--- src/common/rv64_isa_pkg.sv ---
// RV64I encoding: data widths, instruction field widths, opcode enum, funct codes.
package rv64_isa_pkg;

  localparam int INST_W     = 32;
  localparam int XLEN       = 64;
  localparam int REG_ADDR_W = 5;
  localparam int OPCODE_W   = 7;
  localparam int FUNCT3_W   = 3;
  localparam int FUNCT7_W   = 7;

  // Major opcodes the decoder knows.
  typedef enum logic [OPCODE_W-1:0] {
    OP_IMM    = 7'b0010011,
    OP        = 7'b0110011,
    OP_IMM_32 = 7'b0011011,
    OP_32     = 7'b0111011,
    LUI       = 7'b0110111,
    AUIPC     = 7'b0010111,
    JAL       = 7'b1101111,
    JALR      = 7'b1100111,
    BRANCH    = 7'b1100011,
    LOAD      = 7'b0000011,
    STORE     = 7'b0100011,
    SYSTEM    = 7'b1110011
  } opcode_e;

  // --------------------------------------------------
  // funct3 codes of the ALU and memory groups.
  // --------------------------------------------------
  localparam logic [FUNCT3_W-1:0] F3_ADD  = 3'b000;
  localparam logic [FUNCT3_W-1:0] F3_SLL  = 3'b001;
  localparam logic [FUNCT3_W-1:0] F3_SLT  = 3'b010;
  localparam logic [FUNCT3_W-1:0] F3_SLTU = 3'b011;
  localparam logic [FUNCT3_W-1:0] F3_XOR  = 3'b100;
  localparam logic [FUNCT3_W-1:0] F3_SR   = 3'b101;
  localparam logic [FUNCT3_W-1:0] F3_OR   = 3'b110;
  localparam logic [FUNCT3_W-1:0] F3_AND  = 3'b111;
  // Doubleword access width for ld and sd.
  localparam logic [FUNCT3_W-1:0] F3_D    = 3'b011;

  // funct7 of the base and alternate (sub, sra) forms.
  localparam logic [FUNCT7_W-1:0] F7_BASE = 7'b0000000;
  localparam logic [FUNCT7_W-1:0] F7_ALT  = 7'b0100000;

  // Bits 31..7 of ebreak.
  localparam logic [24:0] EBREAK_HI = {12'h001, 13'h0000};

endpackage

--- src/design/reg_file.sv ---
// Integer register file: x1..x31, hard-wired x0, write-through reads.
module reg_file
  import rv64_isa_pkg::*;
(
  input  logic                  clk,
  input  logic                  arst_n,
  input  logic [REG_ADDR_W-1:0] rs1_addr,
  input  logic [REG_ADDR_W-1:0] rs2_addr,
  output logic [XLEN-1:0]       rs1_data,
  output logic [XLEN-1:0]       rs2_data,
  input  logic                  wen,
  input  logic [REG_ADDR_W-1:0] wr_addr,
  input  logic [XLEN-1:0]       wr_data
);

  logic [XLEN-1:0] regs [1:31];

  always_ff @(posedge clk or negedge arst_n) begin
    if (!arst_n) begin
      regs <= '{default: '0};
    end else if (wen && wr_addr != '0) begin
      regs[wr_addr] <= wr_data;
    end
  end

  // Same-cycle write is visible to the reader.
  function automatic logic [XLEN-1:0] read_port(input logic [REG_ADDR_W-1:0] addr);
    if (addr == '0) return '0;
    if (wen && addr == wr_addr) return wr_data;
    return regs[addr];
  endfunction

  always_comb begin
    rs1_data = read_port(rs1_addr);
    rs2_data = read_port(rs2_addr);
  end

endmodule

--- config.mk ---
export PLATFORM = sky130hd
export DESIGN_NAME = reg_file
export DESIGN_NICKNAME = d
export VERILOG_FILES = /design/src/common/rv64_isa_pkg.sv /design/src/design/reg_file.sv
export SDC_FILE = /design/constraint.sdc
export NUM_CORES = 2
export LEC_CHECK = 0
export BUFFER_PORTS_ARGS = -buffer_cell sky130_fd_sc_hd__buf_2
export CELL_PAD_IN_SITES_DETAIL_PLACEMENT = 1
export CELL_PAD_IN_SITES_GLOBAL_PLACEMENT = 1
export CORE_MARGIN = 3
export CORE_UTILIZATION = 30
export CTS_CLUSTER_DIAMETER = 200
export CTS_CLUSTER_SIZE = 14
export DETAILED_ROUTE_END_ITERATION = 12
export HOLD_SLACK_MARGIN = 0.06
export PLACE_DENSITY = 0.58
export REMOVE_ABC_BUFFERS = 1
export SLEW_MARGIN = 30
export SYNTH_ARGS = -nofsm -noshare
export SYNTH_HDL_FRONTEND = slang
export SYNTH_SLANG_ARGS = --single-unit
--- constraint.sdc ---
create_clock -name clk -period 3 [get_ports clk]
set_clock_uncertainty 0.05 [all_clocks]
set_input_delay 0.3 -clock clk [delete_from_list [all_inputs] [get_ports clk]]
set_output_delay 0.3 -clock clk [all_outputs]
set_load 0.05 [all_outputs]
==> impl_metrics.toml <==
[place]
pre_cts_ws_ns = -0.9005
portBuffers = 209
dp_hpwl_um = 282900
place_congestion = 0.8298

[worst_setup_path]
r2r_setup_slack_ns = 1.92
critPathKind = "flip-flop to output pin"
required_ns = 2.65
worst_ep_arrival_time_ns = 2.97
crit_buf_inv = 2
start_kind = "flip-flop"
crit_slowest_cell = "a2111oi_4"
cp_slowest_stage_delay_ns = 0.52
crit_chain = "mux4_2 -> a22oi_2 -> nand2_2 -> a2111oi_4 -> buf_4 -> nor2_2 -> buf_12"
r2r_end = "regs[1522]$_DFFE_PN0P_"
cp-end-kind = "output pin"
critPathMaxFanout = 2
r2r_cells = 3
r2r_start = "regs[1522]$_DFFE_PN0P_"
crit_family = "compound AO/OA/AOI/OAI gates"

[sta]
hold_viol_final = 0
rsz0062_at_grt = "yes"
finalCriticalPeriod_ns = 3.319
worst_pin_slew_ns = 0.9014
timing.final.ws_setup_ns = -0.3192
period_share_pct = 110.6
drv_slew = 0
fmax_mhz = 301.3
setup_viol = 83
relSlewSlack_pct = 39.90

[grt]
grt_use_total_pct = 24.03
antenna_found_initial = 14
gr-total-overflow = 0
grt_pass1_wl_um = 638700
grt_pass1_vias = 83970
grt_max_degree = 102

[yosys]
synth_cells = 7810
synth_seq_cells = 1984
synthArstFlopShare_pct = 100.0
synth.distinct_cells = 41
syn_area_per_cell_um2 = 13.73
synth-edff-count = 0
ys.flop_type = "dfrtp_1"
ys_seq_area_share_pct = 46.30
ys_warn_count = 0
syn_area_um2 = 107200

[cells_and_area]
final_layout_size_suffix_gt1_share_pct = 58.85
reg_top3 = "regs x1984"
final_common_cell = "mux2_2"
fin_util_pct = 37.53
mostFrequentLayoutCells = "mux2_2 (2302), dfrtp_1 (1984), buf_4 (693), mux4_2 (640), buf_12 (381)"
seq_area_um2 = 49650
n_fill_cell = 35980
top_register = "regs"
nets = 8457
syn_to_final_growth_pct = 24.03
multi_input_area_um2 = 58380
largest_reg_flops = 1984

[power]
switching_share_pct = 30.70
peakVddDrop_uv = 436.7
p_leak_uw = 0.05627
power.density_nw_per_um2 = 593.8
p_seq_share_pct = 45.6
clkPwrFrac_pct = 26.0
p_switching_uw = 24250
intPower_uw = 54730
p_comb_share_pct = 28.5
power_uw = 78980

[floorplan]
std_cell_rows = 218
coreArea_um2 = 354300
die_h_um = 603.8
die_area_um2 = 364600
io_pins = 210
die_width_um = 603.8
initial_utilization_pct = 30.26

[clocking]
cts-htree-levels = 4
clk_latency_ns = 0.86
clk_pin_slew_ns = 0.07
root_buffer = "clkbuf_16"
tritoncts = "built"
cts_buffers = 167
cts_buffer_depth = 4
cts_sinks = 1984

[drt]
drtPass1Iterations = 7
vias_per_cell = 5.879
ant_nets = 0
drt_wl_total_um = 447700
drc_errors = 0
drt_iter0_drc = 6004
routedWlPerCell_um = 34.14
vias = 77100

[hold_path]
hp-class = "input pin to flip-flop"
min_from = "wr_data[55]"
whs_path_depth = 2
min_to = "regs[1719]$_DFFE_PN0P_"

[run]
drv_cap = 0

[status]
violations = "negative setup slack"
outcome = "finished, violations left"
==> power by group through the flow <==
| stage | clock, uW | combinational, uW | sequential [uW] |
|---|---|---|---|
| global route | 22100 | 23800 | 36600 |
| floorplan | 0 | 12500 | 34800 |
| CTS | 21100 | 22200 | 35800 |
| detailed placement | 0 | 20300 | 36300 |
| global placement | 0 | 19700 | 35700 |
| finish | 20500 | 22500 | 36000 |
==> worst reg2reg max path: stages (launching register included) <==
cell	delay (ns)
dfrtp_1	0.41
buf_4	0.14
buf_4	0.12
mux2_2	0.25
==> repair_timing <==
action	CTS	global route
pin swaps	335	81
hold buffers	54	0
gates cloned	0	1
endpoints found under the hold margin	2028	0
buffers inserted	137	19
endpoints found under the setup margin	128	124
gates resized for setup	694	187
==> metal layers <==
layer  vias up  share of wire [%]  wire, um  global-route usage, %
met4         6                4.8     21490                  10.05
li1      30990                  -         -                      -
met5         -              0.010        46                      0
met3       866                5.3     23920                  3.329
met1     42560                 42    186200                  31.23
met2      2680                 48    216000                  40.15
==> synthesized netlist by cell type, types with 8 or more instances <==
cell       number  share of area [%]
mux2_2       2305                 24
dfrtp_1      1984                 46
mux4_2        640                 13
clkbuf_1      615                2.2
mux2i_1       258                2.4
o21ai_0       254                1.2
nor2b_1       200                1.2
a22oi_1       191                1.3
nand2_1       148               0.52
buf_2         145               0.68
nor3_1        131               0.61
a221oi_1      128                1.0
a31oi_1       127               0.74
a22o_1        125                1.0
nor2_1         77               0.27
buf_1          72               0.25
a211oi_1       64               0.45
a21oi_1        64               0.30
nor4_1         64               0.37
o22ai_1        64               0.37
a2111oi_0      63               0.51
buf_4          27               0.19
buf_6          11               0.12
nor2_2          8              0.047
==> how the worst max path moves through the flow <==
stage	start	to	slack [ns]	cells after the start
global route	regs[1054]$_DFFE_PN0P_	rs1_data[30]	-0.38	7
floorplan	wr_addr[0]	rs2_data[62]	-1.52	5
CTS	regs[1694]$_DFFE_PN0P_	rs1_data[30]	-0.38	7
finish	regs[1118]$_DFFE_PN0P_	rs1_data[30]	-0.32	7
detailed placement	rs1_addr[1]	rs1_data[4]	-0.90	10
global placement	rs1_addr[0]	rs1_data[37]	-2.02	12
==> kinds of logic (layout without fill, tap and decap cells) <==
kind of cell / after synthesis / after routing / synth area share, %
AO/OA/AOI/OAI: 1082 / 1082 / 6.981
multiplexers: 3203 / 3203 / 40.06
other: 0 / 4 / 0
XOR/XNOR: 10 / 10 / 0.08168
AND/OR/NAND/NOR: 661 / 661 / 3.191
buffers and inverters: 870 / 1441 / 3.386
flip-flops: 1984 / 1984 / 46.30
==> area by class of cell <==
class                           instances  area share [%]
Multi-Input combinational cell       4956           43.90
Sequential cell                      1984           37.33
Timing Repair Buffer                 1266           11.04
Tap cell                             4730           4.450
Clock buffer                          175           3.276
Antenna cell                            4        0.007527
==> through the flow <==
| stage | setup TNS (ns) | cells | instance area [um^2] | hold slack (ns) |
|---|---|---|---|---|
| after floorplan | -651.07 | 6940 | 103600 | -0.04559 |
| after global placement | -43.14 | 12780 | 122900 | 0.3002 |
| after detailed placement | -31.74 | 12780 | 123000 | 0.2492 |
| after CTS | -14.80 | 13100 | 131900 | 0.06438 |
| after global routing | -18.56 | 13110 | 133000 | 0.09222 |
| final | -7.851 | 13120 | 133000 | 0.1214 |
Note: power is estimated with default switching activity, not from simulation.
