$ cat src/common/rv64_isa_pkg.sv
// RV64I encoding: data widths, instruction field widths, opcode enum, funct codes.
package rv64_isa_pkg;

  localparam int INST_W     = 32;
  localparam int XLEN       = 64;
  localparam int REG_ADDR_W = 5;
  localparam int OPCODE_W   = 7;
  localparam int FUNCT3_W   = 3;
  localparam int FUNCT7_W   = 7;

  // Major opcodes the decoder knows.
  typedef enum logic [OPCODE_W-1:0] {
    OP_IMM    = 7'b0010011,
    OP        = 7'b0110011,
    OP_IMM_32 = 7'b0011011,
    OP_32     = 7'b0111011,
    LUI       = 7'b0110111,
    AUIPC     = 7'b0010111,
    JAL       = 7'b1101111,
    JALR      = 7'b1100111,
    BRANCH    = 7'b1100011,
    LOAD      = 7'b0000011,
    STORE     = 7'b0100011,
    SYSTEM    = 7'b1110011
  } opcode_e;

  // --------------------------------------------------
  // funct3 codes of the ALU and memory groups.
  // --------------------------------------------------
  localparam logic [FUNCT3_W-1:0] F3_ADD  = 3'b000;
  localparam logic [FUNCT3_W-1:0] F3_SLL  = 3'b001;
  localparam logic [FUNCT3_W-1:0] F3_SLT  = 3'b010;
  localparam logic [FUNCT3_W-1:0] F3_SLTU = 3'b011;
  localparam logic [FUNCT3_W-1:0] F3_XOR  = 3'b100;
  localparam logic [FUNCT3_W-1:0] F3_SR   = 3'b101;
  localparam logic [FUNCT3_W-1:0] F3_OR   = 3'b110;
  localparam logic [FUNCT3_W-1:0] F3_AND  = 3'b111;
  // Doubleword access width for ld and sd.
  localparam logic [FUNCT3_W-1:0] F3_D    = 3'b011;

  // funct7 of the base and alternate (sub, sra) forms.
  localparam logic [FUNCT7_W-1:0] F7_BASE = 7'b0000000;
  localparam logic [FUNCT7_W-1:0] F7_ALT  = 7'b0100000;

  // Bits 31..7 of ebreak.
  localparam logic [24:0] EBREAK_HI = {12'h001, 13'h0000};

endpackage

$ cat src/common/rv64_ctrl_pkg.sv
// Micro-op types: ALU op enum, branch condition enum, immediate format enum, control struct.
package rv64_ctrl_pkg;
  import rv64_isa_pkg::*;

  typedef enum logic [3:0] {
    ALU_ADD,
    ALU_SUB,
    ALU_SLT,
    ALU_SLTU,
    ALU_AND,
    ALU_OR,
    ALU_XOR,
    ALU_SLL,
    ALU_SRL,
    ALU_SRA,
    ALU_PASS_IMM,
    ALU_ADDW,
    ALU_SLLW,
    ALU_SRLW,
    ALU_SRAW
  } alu_op_e;

  typedef enum logic [2:0] {
    BR_NONE,
    BR_EQ,
    BR_NE,
    BR_LT,
    BR_GE,
    BR_LTU,
    BR_GEU
  } branch_e;

  // Immediate layouts, used by the decoder only.
  typedef enum logic [2:0] {IMM_I, IMM_S, IMM_B, IMM_U, IMM_J} imm_fmt_e;

  // Decoded control. After execute, use_imm carries the taken flag.
  typedef struct packed {
    alu_op_e                 alu_op;
    branch_e                 branch;
    logic                    use_imm;
    logic                    a_is_pc;
    logic                    is_jump;
    logic                    is_jalr;
    logic                    reg_wen;
    logic                    mem_wen;
    logic                    mem_ren;
    logic                    is_ebreak;
    logic                    illegal;
    logic [REG_ADDR_W-1:0]   rd;
  } ctrl_t;

endpackage

$ cat src/common/stage_if.sv
// Interface stage_if: one instruction's state between two pipeline stages.
interface stage_if
  import rv64_isa_pkg::*, rv64_ctrl_pkg::*;
();

  logic                  valid;
  logic [XLEN-1:0]       pc;
  ctrl_t                 ctrl;
  logic [REG_ADDR_W-1:0] rs1_idx;
  logic [REG_ADDR_W-1:0] rs2_idx;
  // Source values, or the result and store data past execute.
  logic [XLEN-1:0]       a;
  logic [XLEN-1:0]       b;
  logic [XLEN-1:0]       imm;

  modport src (
    output valid, pc, ctrl, rs1_idx, rs2_idx, a, b, imm
  );

  modport dst (
    input valid, pc, ctrl, rs1_idx, rs2_idx, a, b, imm
  );

endinterface

$ cat src/decode/decode_stage.sv
// Decode stage: decoder, register file read addresses, decode/execute pipeline register.
module decode_stage
  import rv64_isa_pkg::*, rv64_ctrl_pkg::*;
(
  input  logic                  clk,
  input  logic                  arst_n,
  input  logic                  inst_valid,
  input  logic [INST_W-1:0]     inst,
  input  logic [XLEN-1:0]       pc,
  output logic [REG_ADDR_W-1:0] rs1_addr,
  output logic [REG_ADDR_W-1:0] rs2_addr,
  input  logic [XLEN-1:0]       rs1_data,
  input  logic [XLEN-1:0]       rs2_data,
  stage_if.src                  d2e
);

  ctrl_t           ctrl;
  logic [XLEN-1:0] imm;

  rv64_decoder u_decoder (
    .inst (inst),
    .ctrl (ctrl),
    .imm  (imm)
  );

  // Sources read unconditionally; unused ones are ignored later.
  assign rs1_addr = inst[19:15];
  assign rs2_addr = inst[24:20];

  always_ff @(posedge clk or negedge arst_n) begin
    if (!arst_n) begin
      d2e.valid <= 1'b0;
    end else begin
      d2e.valid <= inst_valid;
    end
  end

  always_ff @(posedge clk) begin
    if (inst_valid) begin
      d2e.pc      <= pc;
      d2e.ctrl    <= ctrl;
      d2e.rs1_idx <= rs1_addr;
      d2e.rs2_idx <= rs2_addr;
      d2e.a       <= rs1_data;
      d2e.b       <= rs2_data;
      d2e.imm     <= imm;
    end
  end

  a_valid_known: assert property (@(posedge clk) disable iff (!arst_n)
    !$isunknown(d2e.valid));

endmodule

$ cat src/decode/rv64_decoder.sv
// Instruction decoder: control struct and sign-extended immediate from an instruction word.
module rv64_decoder
  import rv64_isa_pkg::*, rv64_ctrl_pkg::*;
(
  input  logic [INST_W-1:0] inst,
  output ctrl_t             ctrl,
  output logic [XLEN-1:0]   imm
);

  opcode_e             opcode;
  logic [FUNCT3_W-1:0] funct3;
  logic [FUNCT7_W-1:0] funct7;
  imm_fmt_e            fmt;
  logic                legal;

  assign opcode = opcode_e'(inst[6:0]);
  assign funct3 = inst[14:12];
  assign funct7 = inst[31:25];

  // --------------------------------------------------
  // Instruction match and control fields.
  // --------------------------------------------------
  always_comb begin
    ctrl    = '0;
    ctrl.rd = inst[11:7];
    fmt     = IMM_I;
    legal   = 1'b0;
    case (opcode)
      OP_IMM: begin
        ctrl.use_imm = 1'b1;
        ctrl.reg_wen = 1'b1;
        legal        = 1'b1;
        case (funct3)
          F3_ADD:  ctrl.alu_op = ALU_ADD;
          F3_SLT:  ctrl.alu_op = ALU_SLT;
          F3_SLTU: ctrl.alu_op = ALU_SLTU;
          F3_XOR:  ctrl.alu_op = ALU_XOR;
          F3_OR:   ctrl.alu_op = ALU_OR;
          F3_AND:  ctrl.alu_op = ALU_AND;
          F3_SLL: begin
            ctrl.alu_op = ALU_SLL;
            legal       = (inst[31:26] == 6'b000000);
          end
          default: begin
            // Six-bit shamt; bit 30 picks arithmetic.
            ctrl.alu_op = inst[30] ? ALU_SRA : ALU_SRL;
            legal       = !inst[31] && (inst[29:26] == 4'b0000);
          end
        endcase
      end
      OP: begin
        ctrl.reg_wen = 1'b1;
        legal = (funct7 == F7_BASE) ||
                (funct7 == F7_ALT && (funct3 == F3_ADD || funct3 == F3_SR));
        case (funct3)
          F3_ADD:  ctrl.alu_op = inst[30] ? ALU_SUB : ALU_ADD;
          F3_SLL:  ctrl.alu_op = ALU_SLL;
          F3_SLT:  ctrl.alu_op = ALU_SLT;
          F3_SLTU: ctrl.alu_op = ALU_SLTU;
          F3_XOR:  ctrl.alu_op = ALU_XOR;
          F3_SR:   ctrl.alu_op = inst[30] ? ALU_SRA : ALU_SRL;
          F3_OR:   ctrl.alu_op = ALU_OR;
          default: ctrl.alu_op = ALU_AND;
        endcase
      end
      OP_IMM_32, OP_32: begin
        ctrl.use_imm = (opcode == OP_IMM_32);
        ctrl.reg_wen = 1'b1;
        // Only addiw among the add forms; addw and subw are not supported.
        if (funct3 == F3_ADD) begin
          ctrl.alu_op = ALU_ADDW;
          legal       = (opcode == OP_IMM_32);
        end else if (funct3 == F3_SLL) begin
          ctrl.alu_op = ALU_SLLW;
          legal       = (funct7 == F7_BASE);
        end else if (funct3 == F3_SR) begin
          ctrl.alu_op = inst[30] ? ALU_SRAW : ALU_SRLW;
          legal       = (funct7 == F7_BASE) || (funct7 == F7_ALT);
        end
      end
      LUI, AUIPC: begin
        ctrl.alu_op  = (opcode == LUI) ? ALU_PASS_IMM : ALU_ADD;
        ctrl.a_is_pc = (opcode == AUIPC);
        ctrl.use_imm = 1'b1;
        ctrl.reg_wen = 1'b1;
        fmt          = IMM_U;
        legal        = 1'b1;
      end
      JAL, JALR: begin
        // ALU forms the target; rd gets pc+4 in execute.
        ctrl.a_is_pc = (opcode == JAL);
        ctrl.use_imm = 1'b1;
        ctrl.is_jump = 1'b1;
        ctrl.is_jalr = (opcode == JALR);
        ctrl.reg_wen = 1'b1;
        fmt          = (opcode == JAL) ? IMM_J : IMM_I;
        legal        = (opcode == JAL) || (funct3 == F3_ADD);
      end
      BRANCH: begin
        ctrl.a_is_pc = 1'b1;
        ctrl.use_imm = 1'b1;
        fmt          = IMM_B;
        legal        = 1'b1;
        case (funct3)
          3'b000:  ctrl.branch = BR_EQ;
          3'b001:  ctrl.branch = BR_NE;
          3'b100:  ctrl.branch = BR_LT;
          3'b101:  ctrl.branch = BR_GE;
          3'b110:  ctrl.branch = BR_LTU;
          3'b111:  ctrl.branch = BR_GEU;
          default: legal = 1'b0;
        endcase
      end
      LOAD, STORE: begin
        ctrl.use_imm = 1'b1;
        ctrl.mem_ren = (opcode == LOAD);
        ctrl.reg_wen = (opcode == LOAD);
        ctrl.mem_wen = (opcode == STORE);
        fmt          = (opcode == STORE) ? IMM_S : IMM_I;
        legal        = (funct3 == F3_D);
      end
      SYSTEM: begin
        ctrl.is_ebreak = (inst[31:7] == EBREAK_HI);
        legal          = ctrl.is_ebreak;
      end
      default: legal = 1'b0;
    endcase

    // Unmatched encodings write nothing.
    if (!legal) begin
      ctrl         = '0;
      ctrl.rd      = inst[11:7];
      ctrl.illegal = 1'b1;
    end

    assert final ($onehot0({ctrl.mem_wen, ctrl.mem_ren}))
      else $error("decoder sets both mem_wen and mem_ren");
  end

  // Immediate select and sign extension.
  always_comb begin
    case (fmt)
      IMM_S:   imm = {{52{inst[31]}}, inst[31:25], inst[11:7]};
      IMM_B:   imm = {{52{inst[31]}}, inst[7], inst[30:25], inst[11:8], 1'b0};
      IMM_U:   imm = {{32{inst[31]}}, inst[31:12], 12'h000};
      IMM_J:   imm = {{44{inst[31]}}, inst[19:12], inst[20], inst[30:21], 1'b0};
      default: imm = {{52{inst[31]}}, inst[31:20]};
    endcase
  end

endmodule

$ cat src/flat_wrapper.sv
// flat-port wrapper written by rule: the top's interface ports become plain ports
module decode_stage_flat import rv64_isa_pkg::*, rv64_ctrl_pkg::*;
  (clk, arst_n, inst_valid, inst, pc, rs1_addr, rs2_addr, rs1_data, rs2_data, d2e_valid, d2e_pc, d2e_ctrl, d2e_rs1_idx, d2e_rs2_idx, d2e_a, d2e_b, d2e_imm);
  stage_if d2e_i ();
  input  logic clk;
  input  logic arst_n;
  input  logic inst_valid;
  input  logic [INST_W-1:0] inst;
  input  logic [XLEN-1:0] pc;
  output logic [REG_ADDR_W-1:0] rs1_addr;
  output logic [REG_ADDR_W-1:0] rs2_addr;
  input  logic [XLEN-1:0] rs1_data;
  input  logic [XLEN-1:0] rs2_data;
  output wire logic [$bits(d2e_i.valid)-1:0] d2e_valid;
  output wire logic [$bits(d2e_i.pc)-1:0] d2e_pc;
  output wire logic [$bits(d2e_i.ctrl)-1:0] d2e_ctrl;
  output wire logic [$bits(d2e_i.rs1_idx)-1:0] d2e_rs1_idx;
  output wire logic [$bits(d2e_i.rs2_idx)-1:0] d2e_rs2_idx;
  output wire logic [$bits(d2e_i.a)-1:0] d2e_a;
  output wire logic [$bits(d2e_i.b)-1:0] d2e_b;
  output wire logic [$bits(d2e_i.imm)-1:0] d2e_imm;
  assign d2e_valid = d2e_i.valid;
  assign d2e_pc = d2e_i.pc;
  assign d2e_ctrl = d2e_i.ctrl;
  assign d2e_rs1_idx = d2e_i.rs1_idx;
  assign d2e_rs2_idx = d2e_i.rs2_idx;
  assign d2e_a = d2e_i.a;
  assign d2e_b = d2e_i.b;
  assign d2e_imm = d2e_i.imm;
  decode_stage u_core (.clk(clk), .arst_n(arst_n), .inst_valid(inst_valid), .inst(inst), .pc(pc), .rs1_addr(rs1_addr), .rs2_addr(rs2_addr), .rs1_data(rs1_data), .rs2_data(rs2_data), .d2e(d2e_i));
endmodule
$ cat config.mk
export PLATFORM = sky130hd
export DESIGN_NAME = decode_stage_flat
export DESIGN_NICKNAME = d
export VERILOG_FILES = /design/src/common/rv64_isa_pkg.sv /design/src/common/rv64_ctrl_pkg.sv /design/src/common/stage_if.sv /design/src/decode/decode_stage.sv /design/src/decode/rv64_decoder.sv /design/src/flat_wrapper.sv
export SDC_FILE = /design/constraint.sdc
export NUM_CORES = 1
export LEC_CHECK = 0
export BUFFER_PORTS_ARGS = -buffer_cell sky130_fd_sc_hd__buf_2
export CELL_PAD_IN_SITES_DETAIL_PLACEMENT = 0
export CELL_PAD_IN_SITES_GLOBAL_PLACEMENT = 1
export CORE_AREA = 2 2 203 205
export CTS_CLUSTER_DIAMETER = 120
export DETAILED_ROUTE_END_ITERATION = 12
export DIE_AREA = 0 0 205 207
export GPL_TIMING_DRIVEN = 0
export PLACE_DENSITY_LB_ADDON = 0.15
export RECOVER_POWER = 100
export SLEW_MARGIN = 10
export SYNTH_ARGS = -nofsm -noshare
export SYNTH_HDL_FRONTEND = slang
export SYNTH_HIERARCHICAL = 1
export SYNTH_SLANG_ARGS = --single-unit
$ cat constraint.sdc
create_clock -name clk -period 0.8 [get_ports clk]
set_input_delay 0 -clock clk [delete_from_list [all_inputs] [get_ports clk]]
set_output_delay 0 -clock clk [all_outputs]
set_load 0.02 [all_outputs]
==> run summary <==
=================================================================================
Outcome ............................................................ finished, violations left
Failing checks ..................................................... negative hold slack, negative setup slack
Layout cell share with drive strength beyond 1 .....................       49.19%
Largest fanout of any net on the critical path .....................            8
Placeable core region ..............................................   40370 um^2
Gpl congestion .....................................................       0.7967
Vertical die dimension .............................................       207 um
Worst setup SP type ................................................   input port
Post-synthesis instance total ......................................          502
Final Hold Fails ...................................................            3
Final Routed Wirelength ............................................     37850 um
Critical path arrival ..............................................      1.61 ns
Maximum vdd ir drop ................................................      1210 uV
Mean post-synth cell area ..........................................   20.03 um^2
Number of enable flip-flop cells after synthesis ...................          287
Startpoint of the most critical setup path .........................     inst[25]
CTS sink cnt .......................................................          288
Wire length of the first global-routing pass .......................     51520 um
WS Path Type .......................................................    in -> reg
Post-synthesis cell type count .....................................           50
Number of buffers created by CTS ...................................           35
Largest area contributor in the synthesized netlist ................     edfxtp_1
Overflow left after global routing .................................            0
Overall fraction of global-route tracks in use .....................       16.71%
Hold Worst Slack ...................................................  -0.08817 ns
Initial Utilization ................................................       24.90%
Detail Route Antenna Nets ..........................................            0
FFs w/ async S/R, synth ............................................      0.3472%
Headroom to the max-slew limit .....................................       37.47%
Die X ..............................................................       205 um
Portion of synthesized cell area occupied by the leading cell type .       85.72%
DR pass1 iterations ................................................            4
Net count after synthesis ..........................................          729
Lkg Pwr ............................................................     7.806 nW
Ranking of synthesized cells by instance count ..................... 287 x edfxtp_1, 48 x buf_4, 19 x a21o_1, 16 x nand2_1, 15 x nor2b_1
Top_reg_cell synth .................................................     edfxtp_1
Switching share of power ...........................................       24.54%
Final std cells w/o fill ...........................................         1885
Critical path endpoint ............................................. u_core/d2e.ctrl[5]$_DFFE_PP_
Via total after detailed routing ...................................         7710
Final setup violation count ........................................          548
Post-route fraction of the period consumed by the critical path ....       167.1%
Maximum number of pins on one net before global-route repair .......          106
Max-slew violation count ...........................................            0
Cell Rows ..........................................................           74
Count of pins on the block boundary ................................          525
Number of global-route vias before repair ..........................         7814
Total area of multi-input combinational cells ......................    1184 um^2
Relative contribution of the clock network to total power ..........        38.5%
Netlist area before placement ......................................   10050 um^2
Count of warnings emitted by yosys .................................            6
Power dissipated by switching net loads ............................    0.01007 W
Relative contribution of sequential cells to total power ...........        44.9%
Vias per Instance ..................................................        4.090
Count of buffers inserted at the top-level ports ...................          523
Minimum clock period ...............................................     1.337 ns
Flip-flop and latch area ...........................................    8643 um^2
Clock tree from TritonCTS ..........................................          yes
Wire length per cell after detailed routing ........................     20.08 um
Cell at the root of the clock tree .................................    clkbuf_16
PwrDens ............................................................ 2161 nW/um^2
Placed Instances ...................................................         1559
Worst-Margin Slew ..................................................    0.9380 ns
Layout-stage area growth over the synthesis result .................       88.90%
Maxcap violations ..................................................            0
Class of the tightest hold or removal check ........................    in -> reg
Combinational share of power .......................................        16.6%
Worst-path clk slew ................................................      0.05 ns
RSZ-0062 raised after global routing ...............................          yes
Top area cells in the synthesized netlist .......................... edfxtp_1 86%, buf_4 3.6%, a21o_1 1.4%
Total die area .....................................................   42440 um^2
Internal Dissipation ...............................................    0.03097 W
Max Root-Sink Buffers ..............................................            3
Maximum level of the CTS H-tree ....................................            2
Required time reported for the critical path endpoint ..............      1.07 ns
Post-detailed-route DRC marker count ...............................            0
Setup ws final .....................................................   -0.5369 ns
Post-DP HPWL .......................................................     26670 um
Filler cells .......................................................         3607
#FFs+latches synth .................................................          288
Detailed Route Iter0 Violations ....................................          429
Most used standard cell by instance count after synthesis ..........     edfxtp_1
Critical path endpoint category ....................................     register
Final #Nets ........................................................         1553
Maximum clock frequency ............................................   0.7480 GHz
Share of synthesized area occupied by flip-flops and latches .......       85.97%
Antenna violations before repair ...................................            4
=================================================================================
## layer usage
layer / share of wire [%] / global-route usage, % / wire [um]
met3: 8.5 / 5.758 / 3208
met2: 54 / 31.01 / 20390
met5: 0.029 / 0 / 11
met1: 35 / 17.36 / 13290
met4: 2.5 / 5.557 / 959
## worst max-delay path, cell delays in order
cell	delay, ns
buf_8	0.10
or4_4	0.54
or4_4	0.54
a21oi_4	0.18
nor2_4	0.10
and2_4	0.15
## flip-flops by register name, indices dropped and copies added, names as in the netlist
name and count:
u_core/d2e.a 64, u_core/d2e.b 64, u_core/d2e.ctrl 21, u_core/d2e.imm 64, u_core/d2e.pc 64, u_core/d2e.rs1_idx 5
u_core/d2e.rs2_idx 5, u_core/d2e.valid 1
## how the worst min path moves through the flow
stage,end,from,cells after the start,slack (ns)
after detailed placement,u_core/d2e.valid$_DFF_PN0_,arst_n,1,-0.22
final,u_core/d2e.imm[2]$_DFFE_PP_,inst[9],2,-0.09
after CTS,u_core/d2e.rs1_idx[4]$_DFFE_PP_,inst[19],1,-0.29
after global routing,u_core/d2e.imm[2]$_DFFE_PP_,inst[9],2,-0.09
after floorplan,u_core/d2e.valid$_DFF_PN0_,arst_n,0,-0.30
after global placement,u_core/d2e.valid$_DFF_PN0_,arst_n,1,-0.22
## cell type report
cell class	instances	area share (%)
sequential	288	45.51
multi-input combinational	149	6.233
buffer	62	2.741
inverter	3	0.05930
clock inverter	19	1.100
timing repair buffer	787	35.95
antenna	3	0.03953
clock buffer	42	4.862
tap	532	3.505
## kinds of logic after synthesis
family,after synthesis,synth area share [%]
flip-flops,288,85.97
AND/OR/NAND/NOR,88,5.265
AO/OA/AOI/OAI,58,4.244
buffers and inverters,65,4.244
multiplexers,1,0.09957
XOR/XNOR,2,0.1743
## cells in the final DEF (no fill, tap or decap), drive strengths merged, types with 11 or more instances in the layout
| cell type | instances |
|---|---|
| nor2b | 15 |
| clkinv | 12 |
| buf | 547 |
| a21o | 19 |
| a21oi | 11 |
| dlygate4sd3 | 239 |
| nor2 | 11 |
| edfxtp | 287 |
| nand2 | 16 |
| clkbuf | 104 |
## power groups by stage
stage / logic [W] / clock network (W) / registers, W
after detailed placement: 0.00465 / 0 / 0.0185
after floorplan: 0.000591 / 0 / 0.0201
after global routing: 0.00717 / 0.0169 / 0.0185
final: 0.00682 / 0.0158 / 0.0184
after CTS: 0.00631 / 0.0164 / 0.0183
after global placement: 0.00463 / 0 / 0.0186
## stage by stage
stage	setup slack, ns	cell area (um^2)	total power (W)	utilization [%]	TNS (ns)
CTS	-0.5356	17990	0.04101	44.55	-90.95
global route	-0.5693	18990	0.04261	47.04	-133.39
floorplan	-0.8713	10270	0.02068	-	-13.73
finish	-0.5369	18990	0.04104	47.04	-102.58
global placement	-4.657	13550	0.02322	33.57	-1371.36
detailed placement	-1.349	13620	0.02314	33.73	-190.13
## timing repair
item                                    in CTS  in global routing
endpoints found under the setup margin     526                443
gates resized for setup                    324                222
hold buffers                               210                 30
hold endpoints to repair                   319                132
buffers inserted                            11                  7
cloned                                       1                  3
pin swaps                                   10                  9
Note: power is estimated with default switching activity, not from simulation.
